File: config.mk
export PLATFORM = sky130hd
export DESIGN_NAME = rob_entry_ram
export DESIGN_NICKNAME = d
export VERILOG_FILES = /design/src/common/rob_pkg.sv /design/src/hw/rob/rob_entry_ram.sv
export VERILOG_INCLUDE_DIRS = /design/src /design/src/common
export SDC_FILE = /design/constraint.sdc
export NUM_CORES = 1
export LEC_CHECK = 0
export BUFFER_PORTS_ARGS = -buffer_cell sky130_fd_sc_hd__buf_2
export CORE_MARGIN = 2
export CORE_UTILIZATION = 43
export DETAILED_ROUTE_END_ITERATION = 7
export HOLD_SLACK_MARGIN = 0.15
export PLACE_DENSITY_LB_ADDON = 0.15
export SYNTH_ARGS = -nofsm -noshare
export SYNTH_HDL_FRONTEND = slang
export SYNTH_SLANG_ARGS = --single-unit
File: constraint.sdc
create_clock -name clk -period 2.46 [get_ports clk]
set_input_delay 0.615 -clock clk [delete_from_list [all_inputs] [get_ports clk]]
set_output_delay 0.615 -clock clk [all_outputs]
set_load 0.01 [all_outputs]
File: src/common/rob_macros.svh
`ifndef ROB_MACROS_SVH
`define ROB_MACROS_SVH

// --------------------
// buffer geometry
// --------------------

// number of reorder buffer entries
`define ROB_DEPTH 32

// slot index width, pointers carry one extra wrap bit
`define ROB_IDX_W 5

// --------------------
// rename and branch state
// --------------------

`define PRF_IDX_W 6 // physical register tag
`define LRF_IDX_W 5 // architectural register number

// one bit per in-flight branch
`define BR_MASK_W 4

// free list head snapshot, used to roll the free list back
`define FL_HEAD_W 5

// program counter and branch target width
`define XLEN 64

`endif

File: src/common/rob_pkg.sv
`include "rob_macros.svh"

package rob_pkg;

	// --------------------
	// indices and tags
	// --------------------

	typedef logic [`ROB_IDX_W-1:0] rob_idx_t; // slot number
	typedef logic [`ROB_IDX_W:0]   rob_ptr_t; // slot number plus wrap bit

	typedef logic [`PRF_IDX_W-1:0] prf_tag_t;
	typedef logic [`LRF_IDX_W-1:0] areg_t;
	typedef logic [`BR_MASK_W-1:0] br_mask_t;
	typedef logic [`FL_HEAD_W-1:0] fl_head_t;
	typedef logic [`XLEN-1:0]      addr_t;

	// --------------------
	// entry payloads
	// --------------------

	// what the head hands to the free list and the architectural map
	typedef struct packed {
		prf_tag_t old_tag; // previous mapping, freed at retire
		prf_tag_t new_tag; // tag that becomes architectural
		areg_t    areg;
		addr_t    pc;
	} retire_payload_t;

	// prediction and snapshot needed for early recovery
	typedef struct packed {
		logic     br_flag;  // entry is a branch
		logic     pretaken; // predicted direction
		addr_t    target;   // predicted target
		br_mask_t mask;
		fl_head_t fl_head;
	} branch_payload_t;

endpackage

File: src/hw/rob/rob_entry_ram.sv
`timescale 1ns/100ps
`include "rob_macros.svh"

module rob_entry_ram import rob_pkg::*; #(
	parameter type payload_t = logic
) (
	input  logic     clk,
	input  logic     rst,
	input  logic     wr_en_i,
	input  rob_idx_t wr_idx_i,
	input  payload_t wr_data_i,
	input  rob_idx_t head_idx_i,
	input  rob_idx_t rd_idx_i,
	output payload_t head_data_o,
	output payload_t rd_data_o
);

	payload_t mem_r [`ROB_DEPTH];

	// one write port at the tail
	always_ff @(posedge clk) begin
		if (rst)
			mem_r <= '{default: '0};
		else if (wr_en_i)
			mem_r[wr_idx_i] <= wr_data_i;
	end

	// --------------------
	// read ports
	// --------------------

	assign head_data_o = mem_r[head_idx_i]; // oldest entry
	assign rd_data_o   = mem_r[rd_idx_i];   // random lookup

endmodule

==> impl_metrics.env <==
export IMPL_synth_xor_xnor_area_share=0
export IMPL_final_util=0.527
export IMPL_drc=0
export IMPL_clock_power_share=0.376
export IMPL_wl_met2_um=2130
export IMPL_place_hpwl_um=3690
export IMPL_worst_ep_arrival_time_ns=1.80
export IMPL_outcome="finished, final reports clean"
export IMPL_die_x_um=72.7
export IMPL_ant_nets=0
export IMPL_path_max_fanout=7
export IMPL_tns_ns=0
export IMPL_drt_wirelength_per_cell_um=15.2
export IMPL_fill_cells=448
export IMPL_viasPerCell=5.43
export IMPL_largest_reg_flops=32
export IMPL_topRoutingLayerUsed="met4"
export IMPL_vdd_drop_max_mv=0.394
export IMPL_seq_area_frac_synth=0.316
export IMPL_multi_input_area_um2=1290
export IMPL_worst_slew_pin_slew_ns=0.626
export IMPL_drt_iter0_drc=102
export IMPL_p_leak_nw=0.926
export IMPL_die_height_um=72.7
export IMPL_grt_pass1_vias=1691
export IMPL_wl_met3_um=202
export IMPL_antenna_found_initial=0
export IMPL_worstSetupEndpointType="primary output"
export IMPL_synth_area_per_cell_um2=7.68
export IMPL_ys_types=27
export IMPL_overflow=0
export IMPL_yosys_top_cells_area="dfxtp_1 32%, mux2i_1 19%, nand2_1 10%"
export IMPL_area_growth_pct=15.6
export IMPL_clock_skew_ns=0
export IMPL_netlist_area_um2=2030
export IMPL_yosysWarnings=0
export IMPL_drv_slew=0
export IMPL_start_util=0.456
export IMPL_grt_pass1_wl_um=8480
export IMPL_final_cell_mix="55 x nand2_1, 37 x mux2i_1, 32 x a21oi_1, 32 x dfxtp_1, 25 x nor2_1"
export IMPL_cts_htree_levels=2
export IMPL_die_area_um2=5280
export IMPL_clkTransAtPathRegs_ns=0.07
export IMPL_p_sw_uw=306
export IMPL_n_antenna_cell=0
export IMPL_grt_usage=0.207
export IMPL_setup_violations=0
export IMPL_p_seq_frac=0.466
export IMPL_io_pins=21
export IMPL_cts_root_buf="clkbuf_8"
export IMPL_fin_crit_sh=0.983
export IMPL_synth_simple_area_share=0.282
export IMPL_clk_path_buf_depth=2
export IMPL_design_core_area_um2=4440
export IMPL_place_congestion=0.865
export IMPL_maxCapViolations=0
export IMPL_fmax_mhz=413
export IMPL_nets=308
export IMPL_hold_viol_final=0
export IMPL_p_per_area_nw_per_um2=481
export IMPL_synth_top_area_frac=0.316
export IMPL_cts_hold_repair_buffers=0
export IMPL_dr_total_vias=1856
export IMPL_p_comb_frac=0.158
export IMPL_top_register="mem_r"
export IMPL_grt_max_degree=33
export IMPL_biggestRegsByFlops="mem_r (32)"
export IMPL_fin_crit_ns=2.42
export IMPL_synthCells=264
export IMPL_cts_tree="done"
export IMPL_synthMuxAreaShare=0.188
export IMPL_path_class="primary input to primary output"
export IMPL_yosys_area_top_type="dfxtp_1"
export IMPL_port_buffers=20
export IMPL_swShare=0.271
export IMPL_final_common_cell="nand2_1"
export IMPL_synthAdderAreaFrac=0
export IMPL_wl_um=5210
export IMPL_insertion_delay_ns=0.29
export IMPL_regArea_um2=641
export IMPL_synth_seq_cells=32
export IMPL_place_area_um2=2150
export IMPL_clkSinkCount=32
export IMPL_relSlewSlack=0.583
export IMPL_numCtsBuffers=5
export IMPL_wl_met1_um=2830
export IMPL_syn_nets=283
export IMPL_min_path_type="flop to flop"
export IMPL_worstPathRequired_ns=1.85
export IMPL_rows=24
export IMPL_synth_top_family_by_area="simple AND/OR/NAND/NOR gates"
export IMPL_power_mw=1.13
export IMPL_drive_gt1_frac=0.162
export IMPL_hold_ws_ns=0.483
export IMPL_dr_pass1_iters=4
export IMPL_internal_power_uw=821
export IMPL_synth_compound_area_frac=0.165
export IMPL_design_area_um2=2340
export IMPL_startpoint_type="primary input"
## repair_timing
| action | 4_1_cts | 5_1_grt |
|---|---|---|
| endpoints found under the setup margin | 0 | 2 |
| gates resized for setup | 0 | 5 |
| setup buffers | 0 | 8 |
## synth_stat cells
master / count
a211oi_1: 2
a21oi_1: 32
a22oi_1: 8
a311o_1: 2
and2_1: 2
and2b_1: 2
and3_1: 1
and3b_1: 1
buf_2: 2
buf_6: 5
clkbuf_1: 6
clkbuf_2: 2
dfxtp_1: 32
mux2i_1: 38
nand2_1: 55
nand2b_1: 2
nand3_1: 16
nand3b_1: 4
nand4b_1: 2
nor2_1: 25
nor2b_1: 2
nor3_1: 1
nor3b_2: 3
nor3b_4: 1
o21ai_0: 16
or2_2: 1
or3b_1: 1
## final timing paths
check / startpoint / endpoint / slack (ns) / depth (start not counted)
setup / recovery: head_idx_i[1] / head_data_o / 0.04 / 8
hold / removal: mem_r[31] / mem_r[31] / 0.48 / 2
setup reg to reg: mem_r[0] / mem_r[0] / 1.76 / 2
hold reg to reg: mem_r[31] / mem_r[31] / 0.48 / 2
## area by class of cell
| type | instances | share of cell area |
|---|---|---|
| sequential | 32 | 0.274 |
| clock buffer | 6 | 0.0353 |
| timing repair buffer | 33 | 0.108 |
| tap | 52 | 0.0278 |
| clock inverter | 2 | 0.00427 |
| multi-input combinational | 217 | 0.551 |
## worst max-delay path, cell delays in order
cell       delay (ns)
buf_4            0.12
clkbuf_16        0.15
mux2i_1          0.18
a22oi_1          0.10
nand3_1          0.10
nand2_1          0.07
a311o_1          0.32
buf_2            0.15
## per-stage QoR
stage,instances,worst slack [ns]
floorplan,264,0.282
global placement,325,0.0297
detailed placement,325,0.0231
CTS,333,0.0131
global route,342,-0.00226
finish,342,0.0410
## power groups by stage
stage	sequential, mW	combinational, mW	clock [mW]
after floorplan	0.535	0.107	0
after global placement	0.537	0.159	0
after detailed placement	0.537	0.159	0
after CTS	0.525	0.159	0.426
after global routing	0.525	0.194	0.446
final	0.525	0.178	0.423
## per-layer routing
layer,vias to the layer above,track usage
li1,977,-
met1,831,0.313
met2,39,0.294
met3,9,0.0414
met4,0,0.0617
met5,-,0
## kinds of logic (layout without fill, tap and decap cells)
| kind of cell | after synthesis | count (layout) |
|---|---|---|
| flops | 32 | 32 |
| simple gates | 119 | 119 |
| compound gates | 60 | 60 |
| buf+inv | 15 | 41 |
| mux | 38 | 38 |
No activity file was read; power rests on OpenSTA's default activity.
