<file path="src/common/rob_macros.svh">
`ifndef ROB_MACROS_SVH
`define ROB_MACROS_SVH

// --------------------
// buffer geometry
// --------------------

// number of reorder buffer entries
`define ROB_DEPTH 32

// slot index width, pointers carry one extra wrap bit
`define ROB_IDX_W 5

// --------------------
// rename and branch state
// --------------------

`define PRF_IDX_W 6 // physical register tag
`define LRF_IDX_W 5 // architectural register number

// one bit per in-flight branch
`define BR_MASK_W 4

// free list head snapshot, used to roll the free list back
`define FL_HEAD_W 5

// program counter and branch target width
`define XLEN 64

`endif

</file>
<file path="src/common/rob_pkg.sv">
`include "rob_macros.svh"

package rob_pkg;

	// --------------------
	// indices and tags
	// --------------------

	typedef logic [`ROB_IDX_W-1:0] rob_idx_t; // slot number
	typedef logic [`ROB_IDX_W:0]   rob_ptr_t; // slot number plus wrap bit

	typedef logic [`PRF_IDX_W-1:0] prf_tag_t;
	typedef logic [`LRF_IDX_W-1:0] areg_t;
	typedef logic [`BR_MASK_W-1:0] br_mask_t;
	typedef logic [`FL_HEAD_W-1:0] fl_head_t;
	typedef logic [`XLEN-1:0]      addr_t;

	// --------------------
	// entry payloads
	// --------------------

	// what the head hands to the free list and the architectural map
	typedef struct packed {
		prf_tag_t old_tag; // previous mapping, freed at retire
		prf_tag_t new_tag; // tag that becomes architectural
		areg_t    areg;
		addr_t    pc;
	} retire_payload_t;

	// prediction and snapshot needed for early recovery
	typedef struct packed {
		logic     br_flag;  // entry is a branch
		logic     pretaken; // predicted direction
		addr_t    target;   // predicted target
		br_mask_t mask;
		fl_head_t fl_head;
	} branch_payload_t;

endpackage

</file>
<file path="src/hw/rob/rob_commit_ctrl.sv">
`timescale 1ns/100ps
`include "rob_macros.svh"

module rob_commit_ctrl import rob_pkg::*; (
	input  logic            clk,
	input  logic            rst,
	input  logic            dispatch_en_i,
	input  rob_idx_t        tail_idx_i,
	input  rob_idx_t        head_idx_i,
	input  logic            empty_i,
	input  logic            fu_done_i,
	input  rob_idx_t        fu_idx_i,
	input  logic            fu_br_taken_i,
	input  retire_payload_t head_payload_i,
	input  addr_t           npc_pc_i,
	output logic            retire_rdy_o,
	output prf_tag_t        retire_old_tag_o,
	output prf_tag_t        retire_tag_o,
	output areg_t           retire_areg_o,
	output addr_t           npc_o
);

	logic [`ROB_DEPTH-1:0][1:0] status_r; // {branch taken, done} per slot
	logic                       occupied; // completion index lies between head and tail

	// --------------------
	// completion status
	// --------------------
	always_ff @(posedge clk) begin
		if (rst) begin
			status_r <= '0;
		end else begin
			if (dispatch_en_i)
				status_r[tail_idx_i] <= 2'b00; // fresh entry starts not done
			if (fu_done_i)
				status_r[fu_idx_i] <= {fu_br_taken_i, 1'b1};
		end
	end

	// head retires as soon as it is done
	assign retire_rdy_o = status_r[head_idx_i][0] && !empty_i;

	// zero toward the free list and arch map unless retiring
	assign retire_old_tag_o = retire_rdy_o ? head_payload_i.old_tag : '0;
	assign retire_tag_o     = retire_rdy_o ? head_payload_i.new_tag : '0;
	assign retire_areg_o    = retire_rdy_o ? head_payload_i.areg : '0;

	assign npc_o = npc_pc_i + addr_t'(4); // fall-through pc for the branch unit

	// circular range check, head == tail with non-empty means full
	always_comb begin
		if (empty_i)
			occupied = 1'b0;
		else if (head_idx_i < tail_idx_i)
			occupied = (fu_idx_i >= head_idx_i) && (fu_idx_i < tail_idx_i);
		else
			occupied = (fu_idx_i >= head_idx_i) || (fu_idx_i < tail_idx_i);
	end

	assert property (@(posedge clk) disable iff (rst) fu_done_i |-> occupied)
		else $error("completion to an unallocated reorder buffer slot");

endmodule

</file>
<file path="config.mk">
export PLATFORM = sky130hd
export DESIGN_NAME = rob_commit_ctrl
export DESIGN_NICKNAME = d
export VERILOG_FILES = /design/src/common/rob_pkg.sv /design/src/hw/rob/rob_commit_ctrl.sv
export VERILOG_INCLUDE_DIRS = /design/src /design/src/common
export SDC_FILE = /design/constraint.sdc
export NUM_CORES = 1
export LEC_CHECK = 0
export BUFFER_PORTS_ARGS = -buffer_cell sky130_fd_sc_hd__clkbuf_2
export CELL_PAD_IN_SITES_DETAIL_PLACEMENT = 1
export CELL_PAD_IN_SITES_GLOBAL_PLACEMENT = 1
export CORE_MARGIN = 5
export CORE_UTILIZATION = 23
export CTS_CLUSTER_SIZE = 10
export DETAILED_ROUTE_END_ITERATION = 8
export GPL_TIMING_DRIVEN = 0
export MAX_ROUTING_LAYER = met4
export PLACE_DENSITY_LB_ADDON = 0.1
export SYNTH_ARGS = -nofsm -noshare
export SYNTH_HDL_FRONTEND = slang
export SYNTH_SLANG_ARGS = --single-unit
</file>
<file path="constraint.sdc">
create_clock -name clk -period 2.5 [get_ports clk]
set_input_delay 0.5 -clock clk [delete_from_list [all_inputs] [get_ports clk]]
set_output_delay 0.5 -clock clk [all_outputs]
set_load 0.005 [all_outputs]
</file>
==> impl_metrics.toml <==
[floorplan]
core_sq_um = 12600
num_rows = 41
dieArea_sq_um = 15100
die_x_um = 123
die_h_um = 123
initial_core_util = 0.234
ios = 248

[layout]
largest_reg_flops = 32
largestRegisters = "status_r (32)"
largest-register = "status_r"
antennaDiodeCount = 0
syn_to_final_growth_pct = 76.6
fin_nets = 775
drive_gt1_frac = 0.520

[yosys]
synthCells = 390
synth_area_sq_um = 2940
yosysWarnings = 0
synthTopCellsByArea = "dfxtp_1, xor2_1, nand2_1"
synth-edff-count = 0
yosysUniqueCellTypes = 36
postSynth.asyncResetShare = 0
synth_top_family_by_area = "simple AND/OR/NAND/NOR gates"
synth-xor-area-share = 0.179
syn-num-nets = 557
synthSimpleGateAreaFrac = 0.347
synth-compound-area-share = 0.118
ys_ff_latch = 32
muxShareOfSynthArea = 0.0864
yosysTopAreaCell = "dfxtp_1"
synth_fa_ha_area_frac = 0.00426
seq_area_frac_synth = 0.218
ys_dominant_reg_cell = "dfxtp_1"
synth_top_area_frac = 0.218
avgSynthCellArea_sq_um = 7.54

[worst_setup_path]
ff2ff_setup_slack_ns = 1.84
crit_top_cell = "mux4_2"
crit_type = "primary input to output port"
r2r-end = "status_r[40]"
slowest_stage = "mux4_2"
reg2reg_depth = 2
cp_num_buf_inv = 3
required_ns = 2.00
critical_path_peak_fanout = 10
crit_family = "multiplexers"
crit_chain = "buf_12, mux4_2, mux4_2, o22ai_2, a311oi_4, buf_6, and2_4, clkbuf_2"
cp-start-kind = "primary input"
endpoint_kind = "output port"
rr_startpoint = "status_r[40]"
worstPathArrival_ns = 2.25
critPathMaxStageDelay_ns = 0.50

[timing]
hold_viol = 0
finalCritPeriodShare = 1.10
tightestPinTransition_ns = 1.24
slew_violations = 0
setup_ws_ns = -0.248
slew_headroom = 0.169
fmax_ghz = 0.364
fin_skew_ns = 0
fin_crit_ns = 2.75
rsz0062_at_grt = "true"
setup_viol = 26

[power_and_ir_drop]
ir_drop_mv = 0.235
leakagePower_nw = 2.46
power-per-cell-area_nw_per_um2 = 306
power_mw = 1.59

[worst_hold_path]
hold_depth = 2
hold_end = "status_r[52]"
worstHoldStart = "rst"
hp-class = "primary input to flip-flop"

[cts]
cts_made_buffers = 5
clockBufferDepth = 2
root_buffer = "clkbuf_16"
cts_tree = "yes"
cts_max_level = 2
clk_pin_slew_ns = 0.05
clk-insertion-delay-late_ns = 0.27
clock-sinks = 32
postCtsHoldBufs = 0

[place]
place_ws_ns = -0.733
place_congestion = 0.770
io_buffers = 178
dp_hpwl_um = 9730

[drt]
drt-met1-wl_um = 5480
vias = 3761
first_iter_violations = 107
drt_pre_antenna_iters = 4
top_layer = "met4"
drc = 0
routedWlPerCell_um = 17.1
route.met3.wl_um = 663
met2WireLength_um = 7140
viasPerCell = 4.82
drt_wl_total_um = 13400
ant_nets = 0

[global_routing]
grt_pass1_wl_um = 19600
grt_usage = 0.166
overflow = 0
grt_max_degree = 11
grt_pass1_vias = 3759
antenna_found_initial = 0

[run]
cap_viol_max_count = 0

[outcome]
outcome = "finished with violations"
violations = "negative setup slack"
==> power by group <==
part / total (mW) / switching (mW) / leakage (nW) / internal (mW)
Clock: 0.634 / 0.216 / 0.0760 / 0.417
Sequential: 0.520 / 0.00285 / 0.258 / 0.517
Combinational: 0.437 / 0.231 / 2.12 / 0.206
==> worst max-delay path by stage <==
stage                              from               end  slack (ns)  depth (start not counted)
after floorplan           head_idx_i[1]  retire_areg_o[0]       -0.05                          7
after global placement      npc_pc_i[5]         npc_o[48]       -0.67                          8
after detailed placement   npc_pc_i[12]         npc_o[48]       -0.73                          8
after CTS                 head_idx_i[1]   retire_tag_o[3]       -0.28                          8
after global routing      head_idx_i[1]   retire_tag_o[1]       -0.32                          8
final                     head_idx_i[1]   retire_tag_o[3]       -0.25                          8
==> timing repair <==
| item | 4_1_cts | 5_1_grt |
|---|---|---|
| buffers inserted | 16 | 17 |
| resized for setup | 79 | 111 |
| gates cloned | 2 | 3 |
| endpoints found under the setup margin | 65 | 62 |
| hold endpoints to repair | 0 | 0 |
| pin swaps | 34 | 37 |
==> through the flow <==
step	TNS, ns	std cells	hold slack, ns	instance area, sq um	utilization
after floorplan	-0.475	390	0.442	2950	-
after global placement	-25.36	740	0.459	4050	0.322
after detailed placement	-27.79	740	0.470	4050	0.322
after CTS	-4.46	762	0.453	4750	0.378
after global routing	-7.66	780	0.450	5190	0.413
final	-3.98	780	0.449	5190	0.413
==> cell families (layout without fill, tap and decap cells) <==
logic type	count (synthesis)	count (layout)
AND/OR/NAND/NOR	192	194
AO/OA/AOI/OAI	66	66
XOR/XNOR	60	60
flip-flops	32	32
buffers and inverters	28	244
multiplexers	11	11
adder cells (fa/ha/maj)	1	1
==> per-layer routing <==
| metal | GRT usage | up-vias |
|---|---|---|
| met5 | - | - |
| met4 | 0.0249 | 0 |
| met3 | 0.0178 | 7 |
| met2 | 0.303 | 97 |
| met1 | 0.202 | 1835 |
| li1 | - | 1822 |
==> cells in the mapped netlist, types with 8 or more instances <==
| master | count |
|---|---|
| nand2_1 | 62 |
| xor2_1 | 34 |
| a21oi_1 | 32 |
| dfxtp_1 | 32 |
| o21ai_0 | 32 |
| xnor2_1 | 26 |
| nand3_1 | 22 |
| nor2_1 | 20 |
| nor3_1 | 18 |
| nand4_1 | 12 |
| inv_1 | 11 |
| nor4_1 | 11 |
| clkbuf_1 | 10 |
| and2_4 | 9 |
| and2_2 | 8 |
| mux4_1 | 8 |
==> layout by cell type (no fill, tap or decap), types with 15 or more instances in the layout <==
| master | count |
|---|---|
| buf_2 | 33 |
| clkbuf_2 | 131 |
| a21oi_1 | 32 |
| buf_4 | 29 |
| buf_6 | 15 |
| xor2_1 | 34 |
| xnor2_1 | 23 |
| o21ai_0 | 32 |
| nand2_1 | 60 |
| dfxtp_1 | 32 |
==> layout make-up <==
type,instances,area [sq um]
Clock buffer,7,153
Multi-Input combinational cell,332,2720
Fill cell,1546,7370
Timing Repair Buffer,213,1300
Sequential cell,32,641
Inverter,11,41.3
Tap cell,172,215
Buffer,13,123
No activity file was read; power rests on OpenSTA's default activity.
