`config.mk`:
```
export PLATFORM = sky130hd
export DESIGN_NAME = rob_ptr_ctrl
export DESIGN_NICKNAME = d
export VERILOG_FILES = /design/src/common/rob_pkg.sv /design/src/hw/rob/rob_ptr_ctrl.sv
export VERILOG_INCLUDE_DIRS = /design/src /design/src/common
export SDC_FILE = /design/constraint.sdc
export NUM_CORES = 1
export LEC_CHECK = 0
export BUFFER_PORTS_ARGS = -buffer_cell sky130_fd_sc_hd__buf_2
export CAP_MARGIN = 10
export CORE_ASPECT_RATIO = 0.75
export CORE_MARGIN = 3
export CORE_UTILIZATION = 30
export CTS_CLUSTER_DIAMETER = 200
export DETAILED_ROUTE_END_ITERATION = 16
export HOLD_SLACK_MARGIN = 0.08
export SYNTH_ARGS = -nofsm -noshare
export SYNTH_HDL_FRONTEND = slang
export SYNTH_SLANG_ARGS = --single-unit
```
`constraint.sdc`:
```
create_clock -name clk -period 2.1 [get_ports clk]
set_clock_uncertainty 0.1 [all_clocks]
set_input_delay 0.315 -clock clk [delete_from_list [all_inputs] [get_ports clk]]
set_output_delay 0.315 -clock clk [all_outputs]
set_load 0.01 [all_outputs]
```
`src/common/rob_macros.svh`:
```
`ifndef ROB_MACROS_SVH
`define ROB_MACROS_SVH

// --------------------
// buffer geometry
// --------------------

// number of reorder buffer entries
`define ROB_DEPTH 32

// slot index width, pointers carry one extra wrap bit
`define ROB_IDX_W 5

// --------------------
// rename and branch state
// --------------------

`define PRF_IDX_W 6 // physical register tag
`define LRF_IDX_W 5 // architectural register number

// one bit per in-flight branch
`define BR_MASK_W 4

// free list head snapshot, used to roll the free list back
`define FL_HEAD_W 5

// program counter and branch target width
`define XLEN 64

`endif

```
`src/common/rob_pkg.sv`:
```
`include "rob_macros.svh"

package rob_pkg;

	// --------------------
	// indices and tags
	// --------------------

	typedef logic [`ROB_IDX_W-1:0] rob_idx_t; // slot number
	typedef logic [`ROB_IDX_W:0]   rob_ptr_t; // slot number plus wrap bit

	typedef logic [`PRF_IDX_W-1:0] prf_tag_t;
	typedef logic [`LRF_IDX_W-1:0] areg_t;
	typedef logic [`BR_MASK_W-1:0] br_mask_t;
	typedef logic [`FL_HEAD_W-1:0] fl_head_t;
	typedef logic [`XLEN-1:0]      addr_t;

	// --------------------
	// entry payloads
	// --------------------

	// what the head hands to the free list and the architectural map
	typedef struct packed {
		prf_tag_t old_tag; // previous mapping, freed at retire
		prf_tag_t new_tag; // tag that becomes architectural
		areg_t    areg;
		addr_t    pc;
	} retire_payload_t;

	// prediction and snapshot needed for early recovery
	typedef struct packed {
		logic     br_flag;  // entry is a branch
		logic     pretaken; // predicted direction
		addr_t    target;   // predicted target
		br_mask_t mask;
		fl_head_t fl_head;
	} branch_payload_t;

endpackage

```
`src/hw/rob/rob_ptr_ctrl.sv`:
```
`timescale 1ns/100ps
`include "rob_macros.svh"

module rob_ptr_ctrl import rob_pkg::*; (
	input  logic     clk,
	input  logic     rst,
	input  logic     dispatch_en_i,
	input  logic     retire_i,
	input  logic     rollback_i,
	input  rob_ptr_t rollback_idx_i, // pointer of the mispredicted branch
	output rob_ptr_t head_o,
	output rob_ptr_t tail_o,
	output logic     empty_o,
	output logic     stall_o
);

	rob_ptr_t head_r;
	rob_ptr_t tail_r;
	logic     full;

	assign head_o = head_r;
	assign tail_o = tail_r;

	// same slot, wrap bits tell full from empty
	assign empty_o = (head_r == tail_r);
	assign full    = (head_r[`ROB_IDX_W-1:0] == tail_r[`ROB_IDX_W-1:0]) &&
		(head_r[`ROB_IDX_W] != tail_r[`ROB_IDX_W]);

	// a retiring head frees the slot the dispatch is about to take
	assign stall_o = full && !retire_i;

	// --------------------
	// pointer update
	// --------------------
	always_ff @(posedge clk) begin
		if (rst) begin
			head_r <= '0;
			tail_r <= '0;
		end else begin
			if (retire_i)
				head_r <= head_r + rob_ptr_t'(1);

			if (rollback_i)
				tail_r <= rollback_idx_i + rob_ptr_t'(1); // keep the branch, drop younger
			else if (dispatch_en_i)
				tail_r <= tail_r + rob_ptr_t'(1);
		end
	end

	// upstream must hold off while the buffer is full
	assert property (@(posedge clk) disable iff (rst) stall_o |-> !dispatch_en_i)
		else $error("dispatch while the reorder buffer is stalled");

endmodule

```
==> results of run 1 <==
==> layer usage <==
metal / global-route usage, % / part of all wire, %
met5: 0 / 0
met1: 15.6 / 52
met2: 15.9 / 41
met3: 5.07 / 6.6
met4: 1.08 / 0
==> final cells by class <==
| class | instances | area, um2 |
|---|---|---|
| fill | 224 | 1250 |
| tap | 32 | 40.0 |
| timing repair buffer | 24 | 120 |
| clock buffer | 4 | 36.3 |
| multi-input combinational | 66 | 465 |
| inverter | 1 | 3.75 |
| sequential | 12 | 240 |
==> logic make-up after synthesis <==
| family | after synthesis | share of synthesized area, % |
|---|---|---|
| AO/OA/AOI/OAI | 12 | 11.0 |
| XOR/XNOR | 18 | 21.4 |
| adder cells (fa/ha/maj) | 2 | 3.40 |
| buffers and inverters | 5 | 4.24 |
| flip-flops | 12 | 32.6 |
| multiplexers | 3 | 4.41 |
| AND/OR/NAND/NOR | 31 | 22.9 |
==> state kept, by name, indices dropped and copies added (netlist names) <==
signal,cells
head_o,6
tail_o,6
==> through the flow <==
step                utilization [%]  power [mW]
finish                         42.0       0.563
global route                   42.0       0.598
CTS                            42.0       0.573
detailed placement             40.4       0.387
global placement               40.4       0.385
floorplan                         -       0.346
==> layout by cell type (no fill, tap or decap) <==
cell type	Yosys	layout
sky130_fd_sc_hd__dfxtp_1	12	12
sky130_fd_sc_hd__nor2_1	10	10
sky130_fd_sc_hd__or3_1	1	1
sky130_fd_sc_hd__mux2_2	2	2
sky130_fd_sc_hd__nand4_1	3	3
sky130_fd_sc_hd__mux2i_1	1	1
sky130_fd_sc_hd__nor2b_1	2	2
sky130_fd_sc_hd__a22o_1	1	1
sky130_fd_sc_hd__xnor2_1	7	7
sky130_fd_sc_hd__a21oi_1	2	2
sky130_fd_sc_hd__inv_1	1	1
sky130_fd_sc_hd__nand4_2	1	1
sky130_fd_sc_hd__nand4b_4	1	1
sky130_fd_sc_hd__nand2_1	6	6
sky130_fd_sc_hd__ha_1	2	2
sky130_fd_sc_hd__a211oi_1	3	3
sky130_fd_sc_hd__clkbuf_4	0	3
sky130_fd_sc_hd__o21a_1	1	1
sky130_fd_sc_hd__nor3_1	4	4
sky130_fd_sc_hd__a21oi_2	2	2
sky130_fd_sc_hd__o21ai_0	3	3
sky130_fd_sc_hd__nand3_1	3	3
sky130_fd_sc_hd__buf_2	1	24
sky130_fd_sc_hd__clkbuf_8	0	1
sky130_fd_sc_hd__xor2_1	11	11
==> power by group through the flow <==
stage	combinational, mW	clock [mW]	sequential (mW)
after global routing	0.129	0.198	0.270
after global placement	0.113	0	0.272
after floorplan	0.0715	0	0.275
after CTS	0.115	0.191	0.267
final	0.113	0.184	0.267
after detailed placement	0.114	0	0.272
==> worst register-to-register path, delay by kind of cell, from the launching register on <==
family / cells / cell delay, ps
AOI/OAI and AO/OA: 1 / 210
xor gates and xnor gates: 1 / 150
adders and majority gates: 1 / 210
DFF: 1 / 480
muxes: 1 / 210
and+or+nand+nor: 2 / 180
==> how the worst min path moves through the flow <==
stage	endpoint	depth (start not counted)
2_1_floorplan	tail_o[0]	1
3_5_place_dp	head_o[5]	2
6_report	tail_o[0]	2
3_3_place_gp	head_o[5]	2
5_1_grt	tail_o[0]	2
4_1_cts	tail_o[0]	2
==> impl_metrics.yaml, run 1 <==
status:
  run_status: "completed"
power_and_ir_drop:
  power_per_cell_area_mw_per_mm2: 622
  share_comb_of_total_power_pct: 20.1
  vdd.ir_drop.worst_v: 0.000369
  switchingPower_mw: 0.161
  pwr-share-clk_pct: 32.6
  cell_internal_pwr_mw: 0.403
  switching_share_pct: 28.5
  seq_power_share_pct: 47.3
  leak_pwr_nw: 0.429
critical_path:
  worst_setup_path_end_kind: "output pin"
  worst_r2r_endpoint: "tail_o[4]"
  cp_max_fo: 5
  critical_path.n_buffers_inverters: 1
  dominant_cell_type_by_count_on_the_critical_path: "sky130_fd_sc_hd__nor3_1"
  worstSetupStartpointType: "flop"
  worst-endpoint-required_ps: 1680
  r2r-start: "tail_o[0]"
  rr_worst_depth: 6
  critPathKind: "flop to output pin"
  cpLargestDelayFamily: "flip-flops"
  timing.critical_path.arrival_ps: 1480
  worst_path_max_delay_cell: "sky130_fd_sc_hd__dfxtp_1"
  reg2reg_setup_slack_ps: 490
  cp_cell_sequence: "xor2_1 > nor3_1 > nand3_1 > nor3_1 > buf_2"
  cp.depth: 5
  slowest_delay_ps: 480
  timing.critical_path.from: "tail_o[0]"
  critPathCapture: "stall_o"
logic_synthesis:
  dominantRegCellSynth: "sky130_fd_sc_hd__dfxtp_1"
  postSynthAreaPerCell_um2: 8.88
  netlist_instances: 83
  synth_cell_types: 26
  yosys.area.top_type: "sky130_fd_sc_hd__dfxtp_1"
  post-synth-top-area-fraction_pct: 32.6
  synth.cell_area_um2: 737
  synthMostInstantiatedCell: "sky130_fd_sc_hd__dfxtp_1"
  synth_seq_area_share_pct: 32.6
  postSynthNetCount: 96
  synth_seq_cells: 12
  synth.yosys.warnings: 0
  fraction_of_registers_with_async_set_or_reset_after_synthesis_pct: 0
  most_area_consuming_cells_after_synthesis: "sky130_fd_sc_hd__dfxtp_1, sky130_fd_sc_hd__xor2_1, sky130_fd_sc_hd__xnor2_1, sky130_fd_sc_hd__nor2_1, sky130_fd_sc_hd__ha_1"
  synth_edf_count: 0
  synthTopCellsByCount: "sky130_fd_sc_hd__dfxtp_1, sky130_fd_sc_hd__xor2_1, sky130_fd_sc_hd__nor2_1"
finish:
  post_layout_instance_count_excluding_filler_cells: 139
  fraction_of_final_layout_cells_with_drive_strength_greater_than_1_pct: 31.8
  area_growth_pct: 22.9
  diodes: 0
  nNetsFinal: 121
  finish.instance_area_um2: 906
clock_tree:
  cts_post_setup_buffers_inserted: 0
  cts.hold.buffers_added: 0
  cts_clk_pin_slew_worst_paths_ps: 70
  resized_cells_post_cts: 0
  clock_root_cell: "sky130_fd_sc_hd__clkbuf_4"
  cts_made_buffers: 3
  cts-htree-levels: 1
  total_clock_sinks: 12
  tritoncts: "built"
  cts-root-to-sink-buffers: 2
  clk-insertion-delay-late_ps: 270
timing:
  post-route-period-util_pct: 90.3
  rsz0062_at_grt: "false"
  setup_viol: 0
  finalWorstPathRequiredPeriod_ps: 1900
  max_clock_freq_mhz: 527
  worst_slew_pin_slew_ps: 278
  post-route-worst-setup-slack_ps: 203
  whs_ps: 158
  final_max_slew_viol_count: 0
  worst_slew_margin_rel_pct: 81.5
  totalNegativeSetupSlack_ps: 0
  final_hold_violation_count: 0
hold_path:
  holdCritPathClass: "input pin to flop"
  min_from: "rollback_idx_i[0]"
detailed_routing:
  final_wl_mm: 1.58
  drc: 0
  initialDrtViolationCount: 10
  route.vias.total: 632
  tritonroute_pass_1_iters: 3
  detail_route.vias_per_cell: 4.55
  postRouteAntennaNets: 0
  drt-wirelength-per-cell_um: 11.4
placement:
  place_ws_ps: 227
  io_buffer_count: 24
  rd_place_congestion: 0.717
  placedInstanceArea_um2: 870
  dp_hpwl_mm: 1.26
  place_inst: 135
floorplan:
  pin_count: 25
  std_cell_rows: 14
  fp.dieArea_mm2: 0.00309
  die_h_um: 48.9
  fp.dieW_um: 63.2
  core_region_area_mm2: 0.00215
  start_util_pct: 34.2
job:
  max-cap-violations: 0
global_routing:
  globalRoute.totalOverflow: 0
  grt_max_degree: 17
  grt_first_pass_wirelength_mm: 2.75
  grt_pass1_vias: 575
  antenna_violations_before_repair: 0
  track_usage_pct: 11.1
(Power assumes the default switching activity.)
==> inputs of run 2 (changes only) <==
clock period = 2.4 ns   (was 2.1 ns; I/O delays follow)
==> run 2 against run 1 <==
Via count is 1.9% higher. Highest routed layer unchanged. Worst setup slack better by 240 ps. Die area stayed put. Largest power group unchanged. Critical endpoint unchanged. Final cell count is 0.72% lower. Combinational power is 12% lower.
==> impl_metrics.yaml, run 2 (synthesis results as in run 1) <==
critical_path:
  reg2reg_setup_slack_ps: 780
  critPathKind: "flop to output pin"
  worstSetupStartpointType: "flop"
  r2r-start: "tail_o[0]"
  worst-endpoint-required_ps: 1940
  worst_setup_path_end_kind: "output pin"
  cp_max_fo: 5
  rr_worst_depth: 6
  timing.critical_path.arrival_ps: 1490
  worst_r2r_endpoint: "tail_o[4]"
global_routing:
  grt_pass1_vias: 563
  grt_max_degree: 17
  track_usage_pct: 11.1
  globalRoute.totalOverflow: 0
  antenna_violations_before_repair: 0
  grt_first_pass_wirelength_mm: 2.74
clock_tree:
  clock_root_cell: "sky130_fd_sc_hd__clkbuf_4"
  cts_post_setup_buffers_inserted: 0
  cts_clk_pin_slew_worst_paths_ps: 70
  resized_cells_post_cts: 0
  cts-root-to-sink-buffers: 2
  clk-insertion-delay-late_ps: 260
  cts-htree-levels: 1
  cts_made_buffers: 3
  cts.hold.buffers_added: 0
  tritoncts: "built"
  total_clock_sinks: 12
floorplan:
  core_region_area_mm2: 0.00215
  std_cell_rows: 14
  pin_count: 25
  fp.dieW_um: 63.2
  fp.dieArea_mm2: 0.00309
  start_util_pct: 34.2
  die_h_um: 48.9
timing:
  final_max_slew_viol_count: 0
  final_hold_violation_count: 0
  rsz0062_at_grt: "false"
  max_clock_freq_mhz: 512
  worst_slew_pin_slew_ps: 277
  finalWorstPathRequiredPeriod_ps: 1950
  setup_viol: 0
  worst_slew_margin_rel_pct: 81.5
  totalNegativeSetupSlack_ps: 0
  whs_ps: 211
  post-route-period-util_pct: 81.4
finish:
  post_layout_instance_count_excluding_filler_cells: 138
  most-common-layout-cells: "sky130_fd_sc_hd__buf_2, sky130_fd_sc_hd__dfxtp_1, sky130_fd_sc_hd__xor2_1"
  fraction_of_final_layout_cells_with_drive_strength_greater_than_1_pct: 31.1
  nNetsFinal: 121
  diodes: 0
  area_growth_pct: 21.1
  layout.cells.most_common: "sky130_fd_sc_hd__buf_2"
job:
  max-cap-violations: 0
hold_path:
  holdCritPathClass: "input pin to flop"
  whs_endpoint: "tail_o[0]"
  min_path_cells: 2
  min_from: "rollback_idx_i[0]"
detailed_routing:
  drc: 0
  drt-wirelength-per-cell_um: 11.4
  detail_route.vias_per_cell: 4.67
  route.vias.total: 644
  postRouteAntennaNets: 0
  tritonroute_pass_1_iters: 4
  final_wl_mm: 1.57
  initialDrtViolationCount: 14
status:
  run_status: "completed"
power_and_ir_drop:
  post-layout-total-power_mw: 0.452
  power_per_cell_area_mw_per_mm2: 507
  leak_pwr_nw: 0.422
  vdd.ir_drop.worst_v: 0.000346
placement:
  rd_place_congestion: 0.717
  io_buffer_count: 24
  dp_hpwl_mm: 1.27
  place_inst: 135
-- run 2: cell count changes in the layout (fill, tap and decap cells not counted) --
cell,previous run,this run
sky130_fd_sc_hd__clkbuf_8,1,0
-- run 2: power by group --
group	switching, mW	internal (mW)	total [mW]
Combinational	0.0510	0.0487	0.0997
Clock	0.0617	0.0579	0.120
Sequential	0.0217	0.211	0.233
-- run 2: layout make-up --
| cell class | count | area (um2) |
|---|---|---|
| Multi-Input combinational cell | 66 | 465 |
| Sequential cell | 12 | 240 |
| Fill cell | 237 | 1260 |
| Tap cell | 32 | 40.0 |
| Inverter | 1 | 3.75 |
| Clock buffer | 3 | 22.5 |
| Timing Repair Buffer | 24 | 120 |
-- run 2: how the worst max path moves through the flow --
stage / cells after the start / from / end
after global routing: 5 / tail_o[0] / stall_o
final: 5 / tail_o[0] / stall_o
after global placement: 7 / rollback_i / tail_o[4]
after CTS: 5 / tail_o[0] / stall_o
after detailed placement: 7 / rollback_i / tail_o[4]
after floorplan: 7 / rollback_i / tail_o[4]
-- run 2: per-stage QoR --
stage	setup slack, ps	util [%]	cell area, um2
finish	446	41.4	892
detailed placement	489	40.4	870
CTS	407	41.4	892
floorplan	759	-	737
global route	315	41.4	892
global placement	538	40.4	870
-- run 2: routing by layer --
layer | track usage (%) | share of wire (%) | vias up
met2 | 15.8 | 44 | 16
li1 | - | - | 332
met1 | 15.5 | 48 | 296
met3 | 5.53 | 7.4 | 0
met4 | 1.08 | 0 | 0
met5 | 0 | 0 | -
-- run 2: worst max-delay path, cell delays in order (launching register included) --
cell                      delay [ps]
sky130_fd_sc_hd__dfxtp_1         480
sky130_fd_sc_hd__xor2_1          110
sky130_fd_sc_hd__nor3_1          200
sky130_fd_sc_hd__nand3_1         120
sky130_fd_sc_hd__nor3_1          180
sky130_fd_sc_hd__buf_2           160
==> inputs of run 3 (changes only) <==
clock period = 1.8 ns   (was 2.4 ns; I/O delays follow)
==> run 3 against run 2 <==
Hold slack got worse by 100 ps. Highest routed layer is now met4. Design area rose by 5.2%. Combinational power rose by 57%. Critical endpoint unchanged. Sequential power rose by 30%. Flip-flop and latch count did not move. Critical path depth did not move.
==> impl_metrics.yaml, run 3 (synthesis results as in run 1) <==
detailed_routing:
  tritonroute_pass_1_iters: 4
  drt-wirelength-per-cell_um: 11.5
  postRouteAntennaNets: 0
  route.vias.total: 659
  initialDrtViolationCount: 16
  detail_route.vias_per_cell: 4.61
  final_wl_mm: 1.65
  drc: 0
placement:
  place_ws_ps: 159
  rd_place_congestion: 0.713
  io_buffer_count: 24
  dp_hpwl_mm: 1.31
critical_path:
  timing.critical_path.arrival_ps: 1390
  cp_max_fo: 5
  rr_worst_depth: 6
  worstSetupStartpointType: "flop"
  critPathKind: "flop to output pin"
  worst_setup_path_end_kind: "output pin"
  worst-endpoint-required_ps: 1430
clock_tree:
  cts.hold.buffers_added: 0
  clock_root_cell: "sky130_fd_sc_hd__clkbuf_4"
  cts-root-to-sink-buffers: 2
  cts-htree-levels: 1
  clk-insertion-delay-late_ps: 270
  total_clock_sinks: 12
  cts_made_buffers: 3
  tritoncts: "built"
  cts_clk_pin_slew_worst_paths_ps: 70
global_routing:
  globalRoute.totalOverflow: 0
  track_usage_pct: 11.3
  antenna_violations_before_repair: 0
  grt_pass1_vias: 591
  grt_first_pass_wirelength_mm: 2.77
  grt_max_degree: 14
timing:
  post-route-worst-setup-slack_ps: 38.2
  rsz0062_at_grt: "true"
  finalWorstPathRequiredPeriod_ps: 1760
  max_clock_freq_mhz: 568
  worst_slew_margin_rel_pct: 82.6
  final_max_slew_viol_count: 0
  final_hold_violation_count: 0
  worst_slew_pin_slew_ps: 262
  post-route-period-util_pct: 97.9
  setup_viol: 0
hold_path:
  min_path_cells: 2
  holdCritPathClass: "input pin to flop"
power_and_ir_drop:
  vdd.ir_drop.worst_v: 0.000276
  power_per_cell_area_mw_per_mm2: 662
  leak_pwr_nw: 0.449
finish:
  diodes: 0
  post-route-util_pct: 43.6
  regArea_um2: 249
  multi_input_area_um2: 465
  fill_count: 237
  fraction_of_final_layout_cells_with_drive_strength_greater_than_1_pct: 36.9
  most-common-layout-cells: "sky130_fd_sc_hd__buf_2, sky130_fd_sc_hd__xor2_1, sky130_fd_sc_hd__nor2_1"
  nNetsFinal: 126
  layout.cells.most_common: "sky130_fd_sc_hd__buf_2"
  area_growth_pct: 27.3
job:
  max-cap-violations: 0
floorplan:
  fp.dieW_um: 63.2
  die_h_um: 48.9
  pin_count: 25
  start_util_pct: 34.2
  fp.dieArea_mm2: 0.00309
  std_cell_rows: 14
  core_region_area_mm2: 0.00215
status:
  run_status: "completed"
[run 3: cell count changes in the layout (fill, tap and decap cells not counted), sizes merged]
cell | previous run | this run
buf | 24 | 29
[run 3: worst max-delay path: stages (launching register included)]
cell and delay, ps:
sky130_fd_sc_hd__dfxtp_4 360, sky130_fd_sc_hd__xor2_1 160, sky130_fd_sc_hd__nor3_1 200, sky130_fd_sc_hd__nand3_1 120, sky130_fd_sc_hd__nor3_1 130, sky130_fd_sc_hd__buf_2 150
[run 3: timing repair]
| action | 4_1_cts | 5_1_grt |
|---|---|---|
| pin swaps | 3 | 2 |
| setup buffers | 0 | 1 |
| resized for setup | 3 | 2 |
| endpoints found under the hold margin | 0 | 0 |
| endpoints found under the setup margin | 1 | 2 |
[run 3: stage by stage]
| stage | TNS, ps | cell area, um2 | hold WS, ps | total power, mW | instances |
|---|---|---|---|---|---|
| after floorplan | 0 | 737 | 248 | 0.404 | 83 |
| after global placement | 0 | 900 | 387 | 0.462 | 139 |
| after detailed placement | 0 | 900 | 394 | 0.464 | 139 |
| after CTS | 0 | 927 | 96.9 | 0.629 | 142 |
| after global routing | -41.6 | 938 | 108 | 0.665 | 143 |
| final | 0 | 938 | 106 | 0.621 | 143 |
[run 3: layout make-up]
cell class / instances / area share, %
sequential: 12 / 26.5
clock buffer: 3 / 2.40
inverter: 1 / 0.400
timing repair buffer: 29 / 16.8
multi-input combinational: 66 / 49.6
tap: 32 / 4.27
[run 3: routing by layer]
layer  track usage [%]  vias to the layer above  wire (um)
li1                  -                      346          -
met1              15.2                      291        818
met2              16.3                       20        700
met3              5.76                        2        120
met4              2.15                        0         11
met5                 0                        -          0
[run 3: worst paths after layout]
kind / startpoint / end / slack [ps]
setup / recovery: head_o[1] / stall_o / 40
hold / removal: rollback_idx_i[0] / tail_o[0] / 110
setup reg to reg: tail_o[0] / tail_o[4] / 270
hold reg to reg: head_o[5] / head_o[5] / 410
[run 3: report_power, final]
part	switching, mW	internal (mW)
registers	0.0216	0.281
clock network	0.0840	0.0775
logic	0.0797	0.0770
