File: src/common/rob_macros.svh
`ifndef ROB_MACROS_SVH
`define ROB_MACROS_SVH

// --------------------
// buffer geometry
// --------------------

// number of reorder buffer entries
`define ROB_DEPTH 32

// slot index width, pointers carry one extra wrap bit
`define ROB_IDX_W 5

// --------------------
// rename and branch state
// --------------------

`define PRF_IDX_W 6 // physical register tag
`define LRF_IDX_W 5 // architectural register number

// one bit per in-flight branch
`define BR_MASK_W 4

// free list head snapshot, used to roll the free list back
`define FL_HEAD_W 5

// program counter and branch target width
`define XLEN 64

`endif

File: src/common/rob_pkg.sv
`include "rob_macros.svh"

package rob_pkg;

	// --------------------
	// indices and tags
	// --------------------

	typedef logic [`ROB_IDX_W-1:0] rob_idx_t; // slot number
	typedef logic [`ROB_IDX_W:0]   rob_ptr_t; // slot number plus wrap bit

	typedef logic [`PRF_IDX_W-1:0] prf_tag_t;
	typedef logic [`LRF_IDX_W-1:0] areg_t;
	typedef logic [`BR_MASK_W-1:0] br_mask_t;
	typedef logic [`FL_HEAD_W-1:0] fl_head_t;
	typedef logic [`XLEN-1:0]      addr_t;

	// --------------------
	// entry payloads
	// --------------------

	// what the head hands to the free list and the architectural map
	typedef struct packed {
		prf_tag_t old_tag; // previous mapping, freed at retire
		prf_tag_t new_tag; // tag that becomes architectural
		areg_t    areg;
		addr_t    pc;
	} retire_payload_t;

	// prediction and snapshot needed for early recovery
	typedef struct packed {
		logic     br_flag;  // entry is a branch
		logic     pretaken; // predicted direction
		addr_t    target;   // predicted target
		br_mask_t mask;
		fl_head_t fl_head;
	} branch_payload_t;

endpackage

File: src/hw/rob/rob_branch_check.sv
`timescale 1ns/100ps

module rob_branch_check import rob_pkg::*; (
	input  logic            clk,
	input  logic            rst,
	input  logic            br_resolve_i,
	input  logic            br_taken_i,
	input  addr_t           br_target_i, // resolved target
	input  branch_payload_t entry_i,     // stored prediction at the resolved index
	output logic            recovery_rdy_o,
	output logic            br_right_o,
	output br_mask_t        recovery_mask_o,
	output fl_head_t        recovery_fl_head_o
);

	logic is_branch;
	logic mispredict;
	logic mark_r; // low for one cycle after a recovery

	// --------------------
	// prediction check
	// --------------------
	assign is_branch  = br_resolve_i && entry_i.br_flag;
	assign mispredict = (entry_i.pretaken != br_taken_i) || (entry_i.target != br_target_i);

	assign recovery_rdy_o = is_branch && mispredict && mark_r;
	assign br_right_o     = is_branch && !mispredict;

	// snapshot taken at dispatch of this branch
	assign recovery_mask_o    = entry_i.mask;
	assign recovery_fl_head_o = entry_i.fl_head;

	// back-to-back recovery would act on an already squashed path
	always_ff @(posedge clk) begin
		if (rst)
			mark_r <= 1'b1;
		else
			mark_r <= !recovery_rdy_o;
	end

endmodule

File: config.mk
export PLATFORM = sky130hd
export DESIGN_NAME = rob_branch_check
export DESIGN_NICKNAME = d
export VERILOG_FILES = /design/src/common/rob_pkg.sv /design/src/hw/rob/rob_branch_check.sv
export VERILOG_INCLUDE_DIRS = /design/src /design/src/common
export SDC_FILE = /design/constraint.sdc
export NUM_CORES = 1
export LEC_CHECK = 0
export ABC_AREA = 1
export BUFFER_PORTS_ARGS = -buffer_cell sky130_fd_sc_hd__buf_2
export CAP_MARGIN = 10
export CORE_ASPECT_RATIO = 1.2
export CORE_MARGIN = 5
export CORE_UTILIZATION = 29
export CTS_BUF_LIST = sky130_fd_sc_hd__clkbuf_16
export DETAILED_ROUTE_END_ITERATION = 8
export PLACE_DENSITY = 0.66
export REMOVE_ABC_BUFFERS = 1
export SYNTH_ARGS = -nofsm -noshare
export SYNTH_HDL_FRONTEND = slang
export SYNTH_SLANG_ARGS = --single-unit
File: constraint.sdc
create_clock -name clk -period 1.1 [get_ports clk]
set_input_delay 0.055 -clock clk [delete_from_list [all_inputs] [get_ports clk]]
set_output_delay 0.055 -clock clk [all_outputs]
set_load 0.01 [all_outputs]
==> results of run 1 <==
[logic make-up after synthesis]
| kind of cell | count (synthesis) | synth area share, % |
|---|---|---|
| AOI/OAI and AO/OA | 2 | 0.608 |
| and+or+nand+nor | 246 | 59.5 |
| DFF | 1 | 1.22 |
| buffers and inverters | 88 | 22.1 |
| xor gates and xnor gates | 31 | 16.5 |
[cell type report]
type / count / area (µm²)
sequential: 1 / 20.0
fill: 619 / 2950
multi-input combinational: 279 / 1480
tap: 64 / 80.1
timing repair buffer: 142 / 766
inverter: 79 / 297
[per-layer routing]
layer  share of wire (%)  GRT usage (%)  up-vias
li1                    -              -     1312
met1                  36           15.6      981
met2                  54           30.6      100
met3                 9.4           3.40        2
met4                0.49          0.729        0
met5                   0              0        -
[synth_stat cells]
cell,number,area (µm²)
nand2_1,163,612
inv_1,79,297
nor2_1,58,218
xnor2_1,31,272
nand3_1,12,60.1
buf_4,9,67.6
nor2_2,4,25.0
nand4_1,3,18.8
o21ai_0,2,10.0
or2_2,2,12.5
dfxtp_1,1,20.0
nand3_2,1,10.0
nand3b_2,1,11.3
nor2b_1,1,6.26
or2_1,1,6.26
[power breakdown]
part           switching (W)  internal, W
logic               0.000455     0.000476
registers        0.000000398    0.0000385
clock network              0            0
[worst reg2reg max path: stages, from the launching register on]
cell and delay [ns]:
dfxtp_1 0.29, nand3_1 0.09, inv_1 0.08, nand3_2 0.07
[timing repair]
action / 4_1_cts / 5_1_grt
resized for setup: 21 / 28
hold buffers: 0 / 0
buffers inserted: 0 / 0
setup endpoints to repair: 2 / 3
pin swaps: 2 / 3
[layout by cell type (no fill, tap or decap), types with 7 or more instances in the layout]
cell	synthesis	final
buf_2	0	129
nand2_1	163	155
nor2_2	4	8
xnor2_2	0	24
nor2_1	58	54
nand2_2	0	8
xnor2_1	31	7
inv_1	79	74
buf_4	9	7
nand3_1	12	11
[worst min-delay path by stage]
stage | from | endpoint
after floorplan | entry_i[0] | recovery_fl_head_o[0]
after global placement | entry_i[0] | recovery_fl_head_o[0]
after detailed placement | entry_i[0] | recovery_fl_head_o[0]
after CTS | entry_i[0] | recovery_fl_head_o[0]
after global routing | entry_i[0] | recovery_fl_head_o[0]
final | entry_i[0] | recovery_fl_head_o[0]
[metrics by stage]
stage	setup WS (ns)	TNS (ns)
floorplan	0.243	0
global placement	-0.130	-0.248
detailed placement	-0.116	-0.214
CTS	-0.0486	-0.0951
global route	-0.165	-0.349
finish	-0.0607	-0.0936
==> flow_metrics.env, run 1 <==
export IMPL_top_register="mark_r"
export IMPL_insertion_delay_ns=0
export IMPL_holdCritPathClass="primary input to output pin"
export IMPL_die_h_um=92.5
export IMPL_rr_endpoint="mark_r$_SDFF_PP1_"
export IMPL_place_gp_congestion=0.761
export IMPL_ios=154
export IMPL_routed_wl_um=5890
export IMPL_netlist_area_um2=1650
export IMPL_status="complete, but fails checks"
export IMPL_crit_end="br_right_o"
export IMPL_path_cells="buf_2 > xnor2_1 > buf_4 > nand2_1 > nor2_1 > nand2_1 > nor2_2 > nand3_2 > nor2_2 > buf_2"
export IMPL_crit_path_end_kind="output pin"
export IMPL_track_usage_pct=14.9
export IMPL_grt_overflow_total=0
export IMPL_maxCapViolCount=0
export IMPL_path_buf_inv=3
export IMPL_synth_cells=368
export IMPL_irDropWorstVdd_mv=0.136
export IMPL_biggestRegsByFlops="mark_r (1)"
export IMPL_area_growth_pct=60.4
export IMPL_p_total_w=0.000970
export IMPL_wire_per_inst_um=10.4
export IMPL_synth_seq_cells=1
export IMPL_reg2reg_setup_slack_ns=0.44
export IMPL_drt_first_pass_iters=4
export IMPL_design_area_um2=2640
export IMPL_port_buffers=135
export IMPL_drc=0
export IMPL_powerDensity_nw_per_um2=367
export IMPL_timing_hold_ws_ns=0.110
export IMPL_die_w_um=78.8
export IMPL_grt_pass1_vias=2397
export IMPL_max_freq_mhz=862
export IMPL_initial_core_util_pct=29.4
export IMPL_layout_drive_gt1_share_pct=38.3
export IMPL_final_nets=646
export IMPL_finalNonFillerCells=565
export IMPL_hold_viol_final=0
export IMPL_p_leak_nw=1.75
export IMPL_ant_nets=0
export IMPL_startpoint="br_target_i[36]"
export IMPL_drt_iter0_markers=49
export IMPL_slew_headroom_pct=80.2
export IMPL_synth_cell_type_count=15
export IMPL_setup_viol=2
export IMPL_largest_reg_flops=1
export IMPL_critPathMaxStageDelay_ns=0.16
export IMPL_path_depth=10
export IMPL_crit_required_ns=1.04
export IMPL_worstMarginPinSlew_ns=0.294
export IMPL_slowest_stage="xnor2_1"
export IMPL_min_period_over_period_pct=106
export IMPL_coreArea_um2=5590
export IMPL_ys_warn_count=0
export IMPL_finClkSkew_ns=0
export IMPL_dp_cells=565
export IMPL_violations="negative setup slack"
export IMPL_placed_area_um2=2390
export IMPL_viasPerCell=4.24
export IMPL_dieArea_um2=7290
export IMPL_grt_pass1_wl_um=9160
export IMPL_rr_worst_depth=3
export IMPL_startpoint_type="primary input"
export IMPL_ys_seq_area_share_pct=1.22
export IMPL_min_path_cells=0
export IMPL_vias=2395
export IMPL_dpl_hpwl_um=5190
export IMPL_min_period_ns=1.16
export IMPL_setup_ws_ns=-0.0607
export IMPL_antenna_cells=0
export IMPL_post_route_util_pct=47.2
export IMPL_cp_max_fo=2
export IMPL_crit_type="primary input to output pin"
export IMPL_cp_arrival_ns=1.11
export IMPL_grt_start_max_net_pins=4
export IMPL_rows=30
export IMPL_avgSynthCellArea_um2=4.47
export IMPL_slew_violations=0
export IMPL_worstReg2RegStart="mark_r$_SDFF_PP1_"
export IMPL_antenna_found_initial=0
export IMPL_rsz0062_at_grt="true"
export IMPL_crit_family="simple AND/OR/NAND/NOR gates"
Note: power is estimated with default switching activity, not from simulation.
==> inputs of run 2 (changes only) <==
--- a/config.mk
+++ b/config.mk
@@ -14,7 +14,7 @@
 export CORE_UTILIZATION = 29
 export CTS_BUF_LIST = sky130_fd_sc_hd__clkbuf_16
 export DETAILED_ROUTE_END_ITERATION = 8
-export PLACE_DENSITY = 0.66
+export PLACE_DENSITY = 0.68
 export REMOVE_ABC_BUFFERS = 1
 export SYNTH_ARGS = -nofsm -noshare
 export SYNTH_HDL_FRONTEND = slang
==> constraint.sdc (replaced) <==
create_clock -name clk -period 1 [get_ports clk]
set_input_delay 0.05 -clock clk [delete_from_list [all_inputs] [get_ports clk]]
set_output_delay 0.05 -clock clk [all_outputs]
set_load 0.01 [all_outputs]
==> flow_metrics.env, run 2 (synthesis gave the netlist of run 1 again) <==
export IMPL_status="complete, but fails checks"
export IMPL_rr_worst_depth=3
export IMPL_hold_viol_final=0
export IMPL_layout_commonest_cell="nand2_1"
export IMPL_grt_overflow_total=0
export IMPL_violations="negative setup slack"
export IMPL_rows=30
export IMPL_regArea_um2=20.0
export IMPL_multi_input_area_um2=1620
export IMPL_startpoint="br_target_i[48]"
export IMPL_grt_pass1_wl_um=9440
export IMPL_max_freq_mhz=851
export IMPL_fill_cells=586
export IMPL_finClkSkew_ns=0
export IMPL_min_period_over_period_pct=118
export IMPL_top_register="mark_r"
export IMPL_worstMarginPinSlew_ns=0.251
export IMPL_grt_pass1_vias=2341
export IMPL_slew_headroom_pct=83.1
export IMPL_final_nets=644
export IMPL_antenna_cells=0
export IMPL_startpoint_type="primary input"
export IMPL_ios=154
export IMPL_min_path_cells=0
export IMPL_dp_cells=564
export IMPL_drt_iter0_markers=52
export IMPL_largest_reg_flops=1
export IMPL_grt_start_max_net_pins=4
export IMPL_slew_violations=0
export IMPL_area_growth_pct=76.3
export IMPL_ant_nets=0
export IMPL_crit_required_ns=0.95
export IMPL_cp_max_fo=3
export IMPL_min_to="recovery_fl_head_o[0]"
export IMPL_place_gp_congestion=0.786
export IMPL_dpl_hpwl_um=5230
export IMPL_finalNonFillerCells=563
export IMPL_port_buffers=135
export IMPL_drc=0
export IMPL_reg2reg_setup_slack_ns=0.35
export IMPL_vias=2429
export IMPL_insertion_delay_ns=0
export IMPL_crit_path_end_kind="output pin"
export IMPL_cts_hold_buf=0
export IMPL_wire_per_inst_um=11.0
export IMPL_setup_viol=3
export IMPL_initial_core_util_pct=29.4
export IMPL_dieArea_um2=7290
export IMPL_hold_start="entry_i[0]"
export IMPL_min_period_ns=1.18
export IMPL_powerDensity_nw_per_um2=411
export IMPL_worstReg2RegStart="mark_r$_SDFF_PP1_"
export IMPL_viasPerCell=4.31
export IMPL_cp_arrival_ns=1.13
export IMPL_crit_type="primary input to output pin"
export IMPL_holdCritPathClass="primary input to output pin"
export IMPL_rr_endpoint="mark_r$_SDFF_PP1_"
export IMPL_maxCapViolCount=0
export IMPL_cts_setup_buffers=0
export IMPL_final_cell_mix="nand2_1, buf_2, inv_1, nor2_1, xnor2_2"
export IMPL_drt_first_pass_iters=4
export IMPL_layout_drive_gt1_share_pct=42.3
export IMPL_post_place_ws_ns=-0.222
export IMPL_track_usage_pct=15.6
export IMPL_irDropWorstVdd_mv=0.172
export IMPL_p_leak_nw=1.83
export IMPL_setup_ws_ns=-0.176
export IMPL_biggestRegsByFlops="mark_r (1)"
export IMPL_antenna_found_initial=0
export IMPL_coreArea_um2=5590
export IMPL_die_w_um=78.8
export IMPL_routed_wl_um=6170
export IMPL_die_h_um=92.5
export IMPL_rsz0062_at_grt="true"
==> run 2: power by group <==
part	internal [W]	switching [W]
logic	0.000609	0.000540
registers	0.0000424	0.000000547
clock network	0	0
==> run 2: critical path, cell delays in order <==
cell     delay [ns]
buf_4          0.13
xnor2_1        0.23
nand2_1        0.08
nor2_1         0.09
nand2_1        0.07
nor2_1         0.09
nand3_1        0.08
nor2_1         0.12
nor2_1         0.05
buf_2          0.13
==> run 2: worst max-delay path by stage <==
stage	end	slack, ns	cells past startpoint
final	recovery_rdy_o	-0.18	10
after global placement	br_right_o	-0.22	9
after CTS	recovery_rdy_o	-0.13	10
after detailed placement	br_right_o	-0.22	9
after global routing	recovery_rdy_o	-0.27	10
after floorplan	br_right_o	0.15	6
==> run 2: cell type report <==
cell class | count | area share [%]
Multi-Input combinational cell | 279 | 55.8
Timing Repair Buffer | 140 | 30.5
Tap cell | 64 | 2.76
Sequential cell | 1 | 0.690
Inverter | 79 | 10.2
==> run 2: timing repair <==
item | CTS | global route
endpoints found under the setup margin | 3 | 3
resized for setup | 53 | 58
pin swaps | 13 | 36
==> run 2: metrics by stage <==
| stage | hold WS, ns | utilization (%) | instance area, µm² | power (W) | TNS (ns) |
|---|---|---|---|---|---|
| 2_1_floorplan | 0.100 | - | 1580 | 0.000500 | 0 |
| 3_5_place_dp | 0.100 | 42.5 | 2380 | 0.000942 | -0.524 |
| 4_1_cts | 0.100 | 48.4 | 2710 | 0.00111 | -0.267 |
| 3_3_place_gp | 0.100 | 42.5 | 2380 | 0.000923 | -0.517 |
| 6_report | 0.100 | 51.9 | 2900 | 0.00119 | -0.325 |
| 5_1_grt | 0.100 | 51.9 | 2900 | 0.00132 | -0.631 |
==> run 2: routing by layer <==
layer	up-vias	routed length [µm]	track usage (%)
met3	6	534	3.60
met5	-	0	0
li1	1304	-	-
met1	1021	2070	15.3
met4	0	68	1.46
met2	98	3500	32.9
==> inputs of run 3 (changes only) <==
--- a/config.mk
+++ b/config.mk
@@ -6,15 +6,14 @@
 export SDC_FILE = /design/constraint.sdc
 export NUM_CORES = 1
 export LEC_CHECK = 0
-export ABC_AREA = 1
 export BUFFER_PORTS_ARGS = -buffer_cell sky130_fd_sc_hd__buf_2
 export CAP_MARGIN = 10
 export CORE_ASPECT_RATIO = 1.2
 export CORE_MARGIN = 5
-export CORE_UTILIZATION = 29
+export CORE_UTILIZATION = 24
 export CTS_BUF_LIST = sky130_fd_sc_hd__clkbuf_16
 export DETAILED_ROUTE_END_ITERATION = 8
-export PLACE_DENSITY = 0.68
+export PLACE_DENSITY = 0.78
 export REMOVE_ABC_BUFFERS = 1
 export SYNTH_ARGS = -nofsm -noshare
 export SYNTH_HDL_FRONTEND = slang
==> flow_metrics.env, run 3 <==
export IMPL_status="complete, but fails checks"
export IMPL_violations="negative setup slack"
export IMPL_dpl_hpwl_um=3180
export IMPL_path_depth=7
export IMPL_min_period_over_period_pct=145
export IMPL_synth_compound_area_share_pct=1.81
export IMPL_synthSimpleGateAreaFrac_pct=19.1
export IMPL_synth_seq_cells=1
export IMPL_ys_seq_area_share_pct=2.41
export IMPL_drt_met1_wl_um=960
export IMPL_dp_cells=265
export IMPL_viasPerCell=4.40
export IMPL_die_w_um=63.7
export IMPL_final_cell_mix="buf_2, xor2_1, buf_6, nor4_2, nor4_1"
export IMPL_slew_violations=0
export IMPL_hold_viol_final=0
export IMPL_hold_start="entry_i[0]"
export IMPL_ios=154
export IMPL_crit_required_ns=0.95
export IMPL_rsz0062_at_grt="true"
export IMPL_grt_pass1_wl_um=5350
export IMPL_cp_arrival_ns=1.40
export IMPL_crit_type="primary input to output pin"
export IMPL_drt_iter0_markers=6
export IMPL_setup_viol=3
export IMPL_synthXorXnorAreaFrac_pct=68.5
export IMPL_netlist_area_um2=831
export IMPL_synth_edff_count=0
export IMPL_grt_pass1_vias=1341
export IMPL_layout_drive_gt1_share_pct=65.8
export IMPL_critPathMaxStageDelay_ns=0.30
export IMPL_finalNonFillerCells=266
export IMPL_biggestRegsByFlops="mark_r (1)"
export IMPL_crit_end="br_right_o"
export IMPL_vias=1171
export IMPL_grt_start_max_net_pins=4
export IMPL_worstMarginPinSlew_ns=0.267
export IMPL_powerDensity_nw_per_um2=385
export IMPL_insertion_delay_ns=0
export IMPL_synth_cells=101
export IMPL_min_period_ns=1.45
export IMPL_synthAdderAreaFrac_pct=0
export IMPL_worstReg2RegStart="mark_r$_SDFF_PP1_"
export IMPL_ys_warn_count=0
export IMPL_drc=0
export IMPL_startpoint="br_target_i[17]"
export IMPL_ys_async_sr_fraction_pct=0
export IMPL_final_nets=373
export IMPL_finClkSkew_ns=0
export IMPL_irDropWorstVdd_mv=0.222
export IMPL_top_register="mark_r"
export IMPL_die_h_um=74.5
export IMPL_area_growth_pct=97.3
export IMPL_ant_nets=0
export IMPL_dieArea_um2=4740
export IMPL_antenna_found_initial=0
export IMPL_rows=23
export IMPL_cpMostUsedCell="buf_2"
export IMPL_place_gp_congestion=0.776
export IMPL_setup_ws_ns=-0.448
export IMPL_ys_top_cells_by_area="xor2_1, nor4_1, buf_4"
export IMPL_maxUsedRoutingLayer="met3"
export IMPL_layout_commonest_cell="buf_2"
export IMPL_path_buf_inv=2
export IMPL_initial_core_util_pct=24.9
export IMPL_crit_path_end_kind="output pin"
export IMPL_synth_commonest_cells="xor2_1, nor4_1, buf_4"
export IMPL_synth_cell_type_count=13
export IMPL_largest_reg_flops=1
export IMPL_coreArea_um2=3340
export IMPL_maxCapViolCount=0
export IMPL_wl_met2_um=1890
export IMPL_path_cells="buf_2 > xor2_1 > nor4_2 > nand4_1 > nor3_4 > and4_1 > buf_2"
export IMPL_holdCritPathClass="primary input to output pin"
export IMPL_rr_worst_depth=2
export IMPL_cp_max_fo=3
export IMPL_synth_top_area_share_pct=64.3
export IMPL_max_freq_mhz=691
export IMPL_wire_per_inst_um=13.0
export IMPL_yosysMostFrequentCell="xor2_1"
export IMPL_slowest_stage="nor4_2"
export IMPL_synth_main_ff_cell="dfxtp_1"
export IMPL_wl_met3_um=624
export IMPL_grt_overflow_total=0
export IMPL_post_place_ws_ns=-0.560
export IMPL_synth_top_cell_by_area="xor2_1"
export IMPL_port_buffers=135
export IMPL_synthMuxAreaShare_pct=0
export IMPL_crit_family="simple AND/OR/NAND/NOR gates"
export IMPL_startpoint_type="primary input"
export IMPL_avgSynthCellArea_um2=8.23
export IMPL_drt_first_pass_iters=2
export IMPL_track_usage_pct=13.5
export IMPL_reg2reg_setup_slack_ns=0.19
export IMPL_routed_wl_um=3470
export IMPL_p_leak_nw=0.883
export IMPL_rr_endpoint="mark_r$_SDFF_PP1_"
export IMPL_slew_headroom_pct=82.0
export IMPL_synth_top_family_by_area="XOR/XNOR gates"
-- run 3: stage by stage --
| step | power (W) | instance area [µm²] | util (%) | TNS [ns] | hold WS (ns) |
|---|---|---|---|---|---|
| 4_1_cts | 0.000603 | 1560 | 46.9 | -1.24 | 0.100 |
| 6_report | 0.000631 | 1640 | 49.1 | -1.14 | 0.100 |
| 5_1_grt | 0.000698 | 1640 | 49.0 | -1.45 | 0.100 |
| 3_5_place_dp | 0.000569 | 1490 | 44.7 | -1.52 | 0.100 |
| 3_3_place_gp | 0.000554 | 1490 | 44.7 | -1.49 | 0.100 |
| 2_1_floorplan | 0.000238 | 763 | - | -0.0968 | 0.100 |
-- run 3: layout make-up --
class / instances / area, µm²
Sequential cell: 1 / 20.0
Timing Repair Buffer: 136 / 739
Tap cell: 37 / 46.3
Antenna cell: 1 / 2.50
Fill cell: 322 / 1700
Multi-Input combinational cell: 91 / 831
-- run 3: cells by family (layout without fill, tap and decap cells) --
kind of cell              Yosys count  after routing
other                               0              1
xor gates and xnor gates           65             65
and+or+nand+nor                    24             24
AOI/OAI and AO/OA                   2              2
buffers and inverters               9            136
DFF                                 1              1
-- run 3: per-layer routing --
| layer | vias up | GRT usage, % |
|---|---|---|
| li1 | 594 | - |
| met1 | 473 | 12.6 |
| met2 | 104 | 28.1 |
| met3 | 0 | 6.19 |
| met4 | 0 | 0 |
| met5 | - | 0 |
-- run 3: timing repair --
item,CTS,global route
pin swaps,9,10
resized for setup,11,11
buffers inserted,0,0
setup endpoints to repair,3,3
hold buffers,0,0
-- run 3: power by group --
part	switching, W	internal, W	total (W)
clock network	0	0.00000000267	0.00000000267
logic	0.000245	0.000344	0.000589
registers	0.000000470	0.0000424	0.0000428
-- run 3: worst min path at each step --
stage,end,slack [ns],depth (start not counted)
5_1_grt,recovery_fl_head_o[0],0.10,0
6_report,recovery_fl_head_o[0],0.10,0
2_1_floorplan,recovery_fl_head_o[0],0.10,0
3_3_place_gp,recovery_fl_head_o[0],0.10,0
3_5_place_dp,recovery_fl_head_o[0],0.10,0
4_1_cts,recovery_fl_head_o[0],0.10,0
